[config.mk]
export PLATFORM = sky130hd
export DESIGN_NAME = pipeline_core
export DESIGN_NICKNAME = d
export VERILOG_FILES = /design/src/hdl/core_pkg.sv /design/src/hdl/pipeline_core.sv /design/src/hdl/ex_stage.sv /design/src/hdl/forwarding_unit.sv /design/src/hdl/decoder.sv /design/src/hdl/regfile.sv
export SDC_FILE = /design/constraint.sdc
export NUM_CORES = 2
export LEC_CHECK = 0
export BUFFER_PORTS_ARGS = -buffer_cell sky130_fd_sc_hd__buf_2
export CAP_MARGIN = 20
export CORE_MARGIN = 4
export CORE_UTILIZATION = 45
export DETAILED_ROUTE_END_ITERATION = 8
export GPL_ROUTABILITY_DRIVEN = 1
export PLACE_DENSITY_LB_ADDON = 0.1
export SLEW_MARGIN = 0
export SYNTH_ARGS = -nofsm -noshare
export SYNTH_HDL_FRONTEND = slang
export SYNTH_SLANG_ARGS = --single-unit
[constraint.sdc]
create_clock -name clk -period 14.5 [get_ports clk]
set_input_delay 1.45 -clock clk [delete_from_list [all_inputs] [get_ports clk]]
set_output_delay 1.45 -clock clk [all_outputs]
set_load 0.02 [all_outputs]
[src/hdl/core_pkg.sv]
// rv32i core shared definitions

package core_pkg;

    // ////////////////////
    // base types
    // ////////////////////

    localparam int XLEN = 32;

    // data or instruction word
    typedef logic [XLEN-1:0] xlen_t;
    // architectural register index
    typedef logic [4:0]      reg_idx_t;
    typedef logic [2:0]      alu_op_t;
    typedef logic [1:0]      exception_code_t;

    // alu function codes
    localparam alu_op_t ALU_ADD    = 3'd0;
    localparam alu_op_t ALU_SUB    = 3'd1;
    localparam alu_op_t ALU_AND    = 3'd2;
    localparam alu_op_t ALU_OR     = 3'd3;
    localparam alu_op_t ALU_XOR    = 3'd4;
    // lui passes the u immediate straight through
    localparam alu_op_t ALU_PASS_B = 3'd5;

    // monitor status
    localparam exception_code_t NO_ERROR      = 2'd0;
    localparam exception_code_t ILLEGAL_INST  = 2'd1;
    localparam exception_code_t HALTED_ON_WFI = 2'd2;

    // major opcodes
    localparam logic [6:0] OP_REG    = 7'h33;
    localparam logic [6:0] OP_IMM    = 7'h13;
    localparam logic [6:0] OP_LUI    = 7'h37;
    localparam logic [6:0] OP_SYSTEM = 7'h73;

    localparam xlen_t WFI_INST = 32'h10500073;
    // addi x0, x0, 0
    localparam xlen_t NOP_INST = 32'h00000013;

    // operand source select for execute
    localparam logic [1:0] FWD_ID_EX  = 2'd0;
    localparam logic [1:0] FWD_EX_MEM = 2'd1;
    localparam logic [1:0] FWD_MEM_WB = 2'd2;

    // ////////////////////
    // pipeline packets
    // ////////////////////

    typedef struct packed {
        logic  valid;
        xlen_t inst;
    } if_id_t;

    typedef struct packed {
        logic     valid;
        reg_idx_t rs1_idx;
        reg_idx_t rs2_idx;
        xlen_t    rs1_value;
        xlen_t    rs2_value;
        xlen_t    imm;
        logic     use_imm;
        alu_op_t  alu_op;
        reg_idx_t dest_reg_idx;
        logic     wr_en;
        logic     halt;
        logic     illegal;
    } id_ex_t;

    // used for both ex/mem and mem/wb
    typedef struct packed {
        logic     valid;
        xlen_t    result;
        reg_idx_t dest_reg_idx;
        logic     wr_en;
        logic     halt;
        logic     illegal;
    } ex_mem_t;

endpackage
[src/hdl/pipeline_core.sv]
// in-order rv32i integer pipeline

`timescale 1ns/10ps

module pipeline_core (
    input  logic                     clk,
    input  logic                     rst,
    input  logic                     inst_valid,
    input  core_pkg::xlen_t          inst,
    output logic                     commit_wr_en,
    output core_pkg::reg_idx_t       commit_wr_idx,
    output core_pkg::xlen_t          commit_wr_data,
    output logic                     pipeline_completed_insts,
    output core_pkg::exception_code_t pipeline_error_status
);
    import core_pkg::*;

    // stage registers and the comb packets feeding them
    if_id_t  if_id;
    id_ex_t  id_packet;
    id_ex_t  id_ex;
    ex_mem_t ex_packet;
    ex_mem_t ex_mem;
    ex_mem_t mem_wb;

    // regfile read side, driven by decode
    reg_idx_t rs1_idx;
    reg_idx_t rs2_idx;
    xlen_t    rs1_value;
    xlen_t    rs2_value;

    logic [1:0] fwd_a;
    logic [1:0] fwd_b;

    // set once a wfi retires
    logic halted;
    logic wb_active;

    // ////////////////////
    // if/id
    // ////////////////////

    always_ff @(posedge clk) begin
        if (rst)
            if_id <= '{valid: 1'b0, inst: NOP_INST};
        else
            if_id <= '{valid: inst_valid, inst: inst};
    end

    // ////////////////////
    // decode
    // ////////////////////

    decoder i_decoder (
        .if_id     (if_id),
        .rs1_idx   (rs1_idx),
        .rs2_idx   (rs2_idx),
        .rs1_value (rs1_value),
        .rs2_value (rs2_value),
        .id_packet (id_packet)
    );

    // written from mem/wb, write-through covers distance 3
    regfile i_regfile (
        .clk       (clk),
        .rs1_idx   (rs1_idx),
        .rs2_idx   (rs2_idx),
        .rs1_value (rs1_value),
        .rs2_value (rs2_value),
        .wr_en     (commit_wr_en),
        .wr_idx    (commit_wr_idx),
        .wr_data   (commit_wr_data)
    );

    always_ff @(posedge clk) begin
        if (rst) begin
            id_ex.valid   <= 1'b0;
            id_ex.wr_en   <= 1'b0;
            id_ex.halt    <= 1'b0;
            id_ex.illegal <= 1'b0;
        end else begin
            id_ex <= id_packet;
        end
    end

    // ////////////////////
    // execute
    // ////////////////////

    forwarding_unit i_forwarding_unit (
        .id_ex  (id_ex),
        .ex_mem (ex_mem),
        .mem_wb (mem_wb),
        .fwd_a  (fwd_a),
        .fwd_b  (fwd_b)
    );

    ex_stage i_ex_stage (
        .id_ex     (id_ex),
        .ex_mem    (ex_mem),
        .mem_wb    (mem_wb),
        .fwd_a     (fwd_a),
        .fwd_b     (fwd_b),
        .ex_packet (ex_packet)
    );

    // ex/mem then mem/wb, mem stage itself is empty
    always_ff @(posedge clk) begin
        if (rst) begin
            ex_mem.valid   <= 1'b0;
            ex_mem.wr_en   <= 1'b0;
            ex_mem.halt    <= 1'b0;
            ex_mem.illegal <= 1'b0;
            mem_wb.valid   <= 1'b0;
            mem_wb.wr_en   <= 1'b0;
            mem_wb.halt    <= 1'b0;
            mem_wb.illegal <= 1'b0;
        end else begin
            ex_mem <= ex_packet;
            mem_wb <= ex_mem;
        end
    end

    // ////////////////////
    // writeback, monitor
    // ////////////////////

    always_ff @(posedge clk) begin
        if (rst)
            halted <= 1'b0;
        else if (mem_wb.valid && mem_wb.halt)
            halted <= 1'b1;
    end

    // nothing behind the wfi may retire
    assign wb_active = mem_wb.valid && !halted;

    assign commit_wr_en   = wb_active && mem_wb.wr_en;
    assign commit_wr_idx  = mem_wb.dest_reg_idx;
    assign commit_wr_data = mem_wb.result;

    assign pipeline_completed_insts = wb_active;

    // illegal outranks halt
    always_comb begin
        if (wb_active && mem_wb.illegal)
            pipeline_error_status = ILLEGAL_INST;
        else if (wb_active && mem_wb.halt)
            pipeline_error_status = HALTED_ON_WFI;
        else
            pipeline_error_status = NO_ERROR;
    end

endmodule

[src/hdl/ex_stage.sv]
// execute stage alu

`timescale 1ns/10ps

module ex_stage (
    input  core_pkg::id_ex_t  id_ex,
    input  core_pkg::ex_mem_t ex_mem,
    input  core_pkg::ex_mem_t mem_wb,
    input  logic [1:0]        fwd_a,
    input  logic [1:0]        fwd_b,
    output core_pkg::ex_mem_t ex_packet
);
    import core_pkg::*;

    xlen_t opa;
    xlen_t rs2_fwd;
    xlen_t opb;
    xlen_t alu_result;

    // regfile value or a younger result still in flight
    function automatic xlen_t select_operand(input logic [1:0] sel, input xlen_t reg_value);
        case (sel)
            FWD_EX_MEM: return ex_mem.result;
            FWD_MEM_WB: return mem_wb.result;
            default:    return reg_value;
        endcase
    endfunction

    // ////////////////////
    // operands
    // ////////////////////

    always_comb begin
        opa     = select_operand(fwd_a, id_ex.rs1_value);
        rs2_fwd = select_operand(fwd_b, id_ex.rs2_value);
        // immediate overrides rs2 for i-type and lui
        opb     = id_ex.use_imm ? id_ex.imm : rs2_fwd;
    end

    // ////////////////////
    // alu
    // ////////////////////

    always_comb begin
        case (id_ex.alu_op)
            ALU_ADD:    alu_result = opa + opb;
            ALU_SUB:    alu_result = opa - opb;
            ALU_AND:    alu_result = opa & opb;
            ALU_OR:     alu_result = opa | opb;
            ALU_XOR:    alu_result = opa ^ opb;
            ALU_PASS_B: alu_result = opb;
            default:    alu_result = '0;
        endcase
    end

    // control rides along unchanged
    always_comb begin
        ex_packet.valid        = id_ex.valid;
        ex_packet.result       = alu_result;
        ex_packet.dest_reg_idx = id_ex.dest_reg_idx;
        ex_packet.wr_en        = id_ex.wr_en;
        ex_packet.halt         = id_ex.halt;
        ex_packet.illegal      = id_ex.illegal;
    end

endmodule

[src/hdl/forwarding_unit.sv]
// execute operand forwarding select

`timescale 1ns/10ps

module forwarding_unit (
    input  core_pkg::id_ex_t  id_ex,
    input  core_pkg::ex_mem_t ex_mem,
    input  core_pkg::ex_mem_t mem_wb,
    output logic [1:0]        fwd_a,
    output logic [1:0]        fwd_b
);
    import core_pkg::*;

    // true when pkt will write idx
    function automatic logic writes_reg(input ex_mem_t pkt, input reg_idx_t idx);
        return pkt.valid && pkt.wr_en && (pkt.dest_reg_idx == idx);
    endfunction

    // nearest older writer wins, ex/mem checked first
    function automatic logic [1:0] pick_source(input reg_idx_t idx);
        if (idx == '0)
            return FWD_ID_EX;
        else if (writes_reg(ex_mem, idx))
            return FWD_EX_MEM;
        else if (writes_reg(mem_wb, idx))
            return FWD_MEM_WB;
        else
            return FWD_ID_EX;
    endfunction

    always_comb begin
        fwd_a = pick_source(id_ex.rs1_idx);
        fwd_b = pick_source(id_ex.rs2_idx);
    end

endmodule

[src/hdl/decoder.sv]
// rv32i subset decoder

`timescale 1ns/10ps

module decoder (
    input  core_pkg::if_id_t   if_id,
    output core_pkg::reg_idx_t rs1_idx,
    output core_pkg::reg_idx_t rs2_idx,
    input  core_pkg::xlen_t    rs1_value,
    input  core_pkg::xlen_t    rs2_value,
    output core_pkg::id_ex_t   id_packet
);
    import core_pkg::*;

    // funct fields of the supported ops
    localparam logic [2:0] F3_ADD = 3'b000;
    localparam logic [2:0] F3_XOR = 3'b100;
    localparam logic [2:0] F3_OR  = 3'b110;
    localparam logic [2:0] F3_AND = 3'b111;
    localparam logic [6:0] F7_BASE = 7'h00;
    localparam logic [6:0] F7_ALT  = 7'h20;

    logic [6:0] opcode;
    logic [2:0] funct3;
    logic [6:0] funct7;
    reg_idx_t   rd;
    xlen_t      imm_i;
    xlen_t      imm_u;

    logic    legal;
    logic    is_wfi;
    logic    use_imm;
    alu_op_t alu_op;

    // ////////////////////
    // field split
    // ////////////////////

    assign opcode  = if_id.inst[6:0];
    assign rd      = if_id.inst[11:7];
    assign funct3  = if_id.inst[14:12];
    assign rs1_idx = if_id.inst[19:15];
    assign rs2_idx = if_id.inst[24:20];
    assign funct7  = if_id.inst[31:25];

    // sign-extended i imm, upper u imm
    assign imm_i = {{20{if_id.inst[31]}}, if_id.inst[31:20]};
    assign imm_u = {if_id.inst[31:12], 12'b0};

    // ////////////////////
    // classify
    // ////////////////////

    always_comb begin
        legal   = 1'b0;
        is_wfi  = 1'b0;
        use_imm = 1'b0;
        alu_op  = ALU_ADD;
        case (opcode)
            OP_REG: begin
                legal = 1'b1;
                case ({funct7, funct3})
                    {F7_BASE, F3_ADD}: alu_op = ALU_ADD;
                    {F7_ALT, F3_ADD}:  alu_op = ALU_SUB;
                    {F7_BASE, F3_XOR}: alu_op = ALU_XOR;
                    {F7_BASE, F3_OR}:  alu_op = ALU_OR;
                    {F7_BASE, F3_AND}: alu_op = ALU_AND;
                    default:           legal  = 1'b0;
                endcase
            end
            OP_IMM: begin
                legal   = 1'b1;
                use_imm = 1'b1;
                case (funct3)
                    F3_ADD:  alu_op = ALU_ADD;
                    F3_XOR:  alu_op = ALU_XOR;
                    F3_OR:   alu_op = ALU_OR;
                    F3_AND:  alu_op = ALU_AND;
                    // slti, shifts etc. not supported
                    default: legal  = 1'b0;
                endcase
            end
            OP_LUI: begin
                legal   = 1'b1;
                use_imm = 1'b1;
                alu_op  = ALU_PASS_B;
            end
            // only the exact wfi word is accepted
            OP_SYSTEM: is_wfi = (if_id.inst == WFI_INST);
            default: ;
        endcase
    end

    // ////////////////////
    // packet build
    // ////////////////////

    always_comb begin
        id_packet.valid        = if_id.valid;
        id_packet.rs1_idx      = rs1_idx;
        id_packet.rs2_idx      = rs2_idx;
        id_packet.rs1_value    = rs1_value;
        id_packet.rs2_value    = rs2_value;
        id_packet.imm          = (opcode == OP_LUI) ? imm_u : imm_i;
        id_packet.use_imm      = use_imm;
        id_packet.alu_op       = alu_op;
        id_packet.dest_reg_idx = rd;
        // control bits qualified by valid so bubbles stay inert
        id_packet.wr_en        = if_id.valid && legal && (rd != '0);
        id_packet.halt         = if_id.valid && is_wfi;
        id_packet.illegal      = if_id.valid && !legal && !is_wfi;
    end

endmodule

[src/hdl/regfile.sv]
// integer register file

`timescale 1ns/10ps

module regfile (
    input  logic              clk,
    input  core_pkg::reg_idx_t rs1_idx,
    input  core_pkg::reg_idx_t rs2_idx,
    output core_pkg::xlen_t    rs1_value,
    output core_pkg::xlen_t    rs2_value,
    input  logic              wr_en,
    input  core_pkg::reg_idx_t wr_idx,
    input  core_pkg::xlen_t    wr_data
);
    import core_pkg::*;

    // x1..x31, x0 never stored
    xlen_t regs [1:31];

    // x0 reads zero, same-cycle write bypasses the array
    function automatic xlen_t read_port(input reg_idx_t idx);
        if (idx == '0)
            return '0;
        else if (wr_en && (wr_idx == idx))
            return wr_data;
        else
            return regs[idx];
    endfunction

    // reads follow the write port and the array, not only the index
    always_comb begin
        rs1_value = read_port(rs1_idx);
        rs2_value = read_port(rs2_idx);
    end

    // writes to x0 dropped
    always_ff @(posedge clk) begin
        if (wr_en && (wr_idx != '0))
            regs[wr_idx] <= wr_data;
    end

endmodule

==> impl_metrics.yaml <==
die:
  fp.dieW_um: 374.0
  die_h_um: 374.0
  dieArea_um2: 139800
  start_util_pct: 45.21
  row_count: 134
  io_pins: 76
  core_area_um2: 133300
flow_run:
  max-cap-violations: 0
finish:
  fill_cells: 10795
  mostFrequentLayoutCell: "edfxtp_1"
  n_antenna_cell: 0
  final_cell_mix: "1181 x edfxtp_1, 576 x mux4_2, 210 x nor2_1"
  drive_gt1_share_pct: 27.82
  fin_util_pct: 50.70
  finish.net_count: 3751
  synthToLayoutAreaGrowth_pct: 12.13
placed_design:
  hpwl_um: 107800
  gp_congestion: 0.9329
  dp_worst_setup_slack_ns: 7.374
  io_buffers: 75
critical_path:
  crit_buf_inv: 1
  endpoint_kind: "flop"
  slowest_stage: "nor2_1"
  worst_setup_path_start_kind: "flop"
  arrival_ns: 7.72
  crit_fanout: 26
  worstPathCellList: "xor2_1 -> nor2_1 -> nand4_1 -> or3_1 -> ha_1 -> buf_4 -> nor2_1 -> a222oi_1 -> or4_4 -> or3_1 -> nor2_1 -> a21oi_1 -> xnor2_1 -> ha_1 -> o21ai_0 -> o211ai_1 -> nand3_1 -> a21boi_0 -> a211oi_1 -> o21ai_0 -> xor2_1 -> o21ai_0 -> o22ai_1"
  crit_required_ns: 15.01
  path_class: "reg -> reg"
  cpPeakStageDelay_ns: 0.91
  crit_family: "simple AND/OR/NAND/NOR gates"
clock_network:
  hold_buffers: 0
  root_buffer: "clkbuf_16"
  cts-resized-gates: 0
  cts_max_path_buffers: 3
  clkLatencyLatePin_ns: 0.77
  cts_tree: "yes"
  cts-buffers-inserted: 140
  clock-sinks: 1227
  cts_htree_levels: 4
  clk_pin_slew_ns: 0.06
  post-cts-setup-buffers: 0
timing:
  slew_violations: 0
  max_freq_ghz: 0.1387
  fin_skew_ns: 0.02531
  slew_headroom_pct: 22.66
  finalSetupTns_ns: 0
  period_share_pct: 49.74
  whs_ns: 0.4199
  fin_crit_ns: 7.212
  tightest_slew_ns: 1.160
  hold_viol: 0
  rsz0062_at_grt: "false"
  fin_ws_ns: 7.288
  setup_viol: 0
yosys:
  ys_seq_area_share_pct: 60.37
  netlist_area_um2: 60270
  synthCells: 3565
  yosys_warnings: 0
  synthArstFlopShare_pct: 0
  synth_top_area_share_pct: 58.85
  ys_ff_latch: 1227
  synth_edf_count: 1181
  synth.area.top_cells: "edfxtp_1 59%, mux4_2 22%, mux2i_1 2.4%"
  yosys.area.top_type: "edfxtp_1"
  avgSynthCellArea_um2: 16.91
  ys.flop_type: "edfxtp_1"
  synth_nets: 3703
  yosys.cell_types.count: 70
global_route:
  met1_usage_pct: 37.62
  grt_max_degree: 142
  grt_overflow: 0
  track_usage_pct: 27.16
  grt_first_pass_wirelength_um: 270700
  busiest_layer: "met2"
  met2_usage_pct: 43.62
  antenna_found_initial: 2
  use_met3_pct: 5.086
  grt_pass1_vias: 36170
routing:
  dr.pass1.iters: 7
  route.detailed.drc: 0
  vias: 35867
  ant_nets: 0
  wl_per_cell_um: 34.83
  routed_wl_um: 191200
  via_per_inst: 6.534
  drtIter0Drc: 4378
run_status:
  status: "finished, final reports clean"
power_and_ir_drop:
  powerDensity_nw_per_um2: 129.0
  cellLeakagePower_nw: 21.86
  vdd_drop_max_v: 0.00009193
worst_hold_path:
  hp-class: "reg -> reg"
## sequential cells by signal (all words and copies together), names as in the netlist
register,flops
i_regfile.regs,992
id_ex,119
ex_mem,41
if_id,33
commit_wr_data,32
commit_wr_idx,5
mem_wb,4
halted,1
## final cells by class
type | instances | area, µm² | area share, %
Sequential cell | 1227 | 36420 | 53.90
Clock buffer | 172 | 3812 | 5.642
Multi-Input combinational cell | 1937 | 22450 | 33.22
Timing Repair Buffer | 191 | 1424 | 2.107
Clock inverter | 78 | 812.0 | 1.202
Inverter | 116 | 442.9 | 0.6554
Tap cell | 1768 | 2212 | 3.273
## through the flow
step / total power [mW] / instance area (µm²) / cells
6_report: 8.715 / 67580 / 5489
5_1_grt: 9.005 / 67580 / 5489
4_1_cts: 8.763 / 67400 / 5482
3_5_place_dp: 5.177 / 62780 / 5232
3_3_place_gp: 5.164 / 62750 / 5231
2_1_floorplan: 4.838 / 60270 / 3565
## cells in the mapped netlist (6+ instances only)
cell and n:
inv_1 114, a21o_1 27, a221oi_1 16, and2_1 10, a21oi_1 133, or4_1 6
buf_1 50, dfxtp_1 46, nor4_1 6, ha_1 102, nor2_1 243, xnor2_1 60
mux4_2 576, a222oi_1 21, o22ai_1 7, o211ai_1 8, nor3_1 17, or2_2 6
a221o_1 10, o21ai_0 100, nand2_1 105, edfxtp_1 1181, mux2i_1 142, o31ai_1 10
a22oi_1 47, nand2b_1 12, nand3_1 13, nand4_1 14, clkbuf_1 167, a31oi_1 11
a211oi_1 76, buf_4 37, or3_1 6, xor2_1 23, buf_2 30, nor2b_1 59
## layer usage
layer,vias to the layer above,wire length [µm]
li1,14697,-
met1,19109,76520
met2,1749,91810
met3,312,16270
met4,0,6564
met5,-,0
## where the power goes
group          switching (mW)  internal (mW)  leakage (nW)
sequential             0.0854           4.04          11.2
clock                    1.46           2.13          2.27
combinational           0.613          0.387          8.39
## cell families after synthesis
group                    after synthesis  synth area share (%)
AND/OR/NAND/NOR                      523                 4.009
multiplexers                         720                 23.92
XOR/XNOR                              83                 1.206
adder cells (fa/ha/maj)              103                 2.151
AO/OA/AOI/OAI                        508                 5.537
buffers and inverters                401                 2.803
flip-flops                          1227                 60.37
## worst paths after layout
| kind | start | to | slack (ns) | cells past startpoint |
|---|---|---|---|---|
| max | commit_wr_idx[0] | ex_mem[37] | 7.29 | 23 |
| min | id_ex[5] | ex_mem[5] | 0.42 | 0 |
| max reg2reg | commit_wr_idx[0] | ex_mem[37] | 7.29 | 23 |
| min reg2reg | id_ex[5] | ex_mem[5] | 0.42 | 0 |
Note: power is estimated with default switching activity, not from simulation.
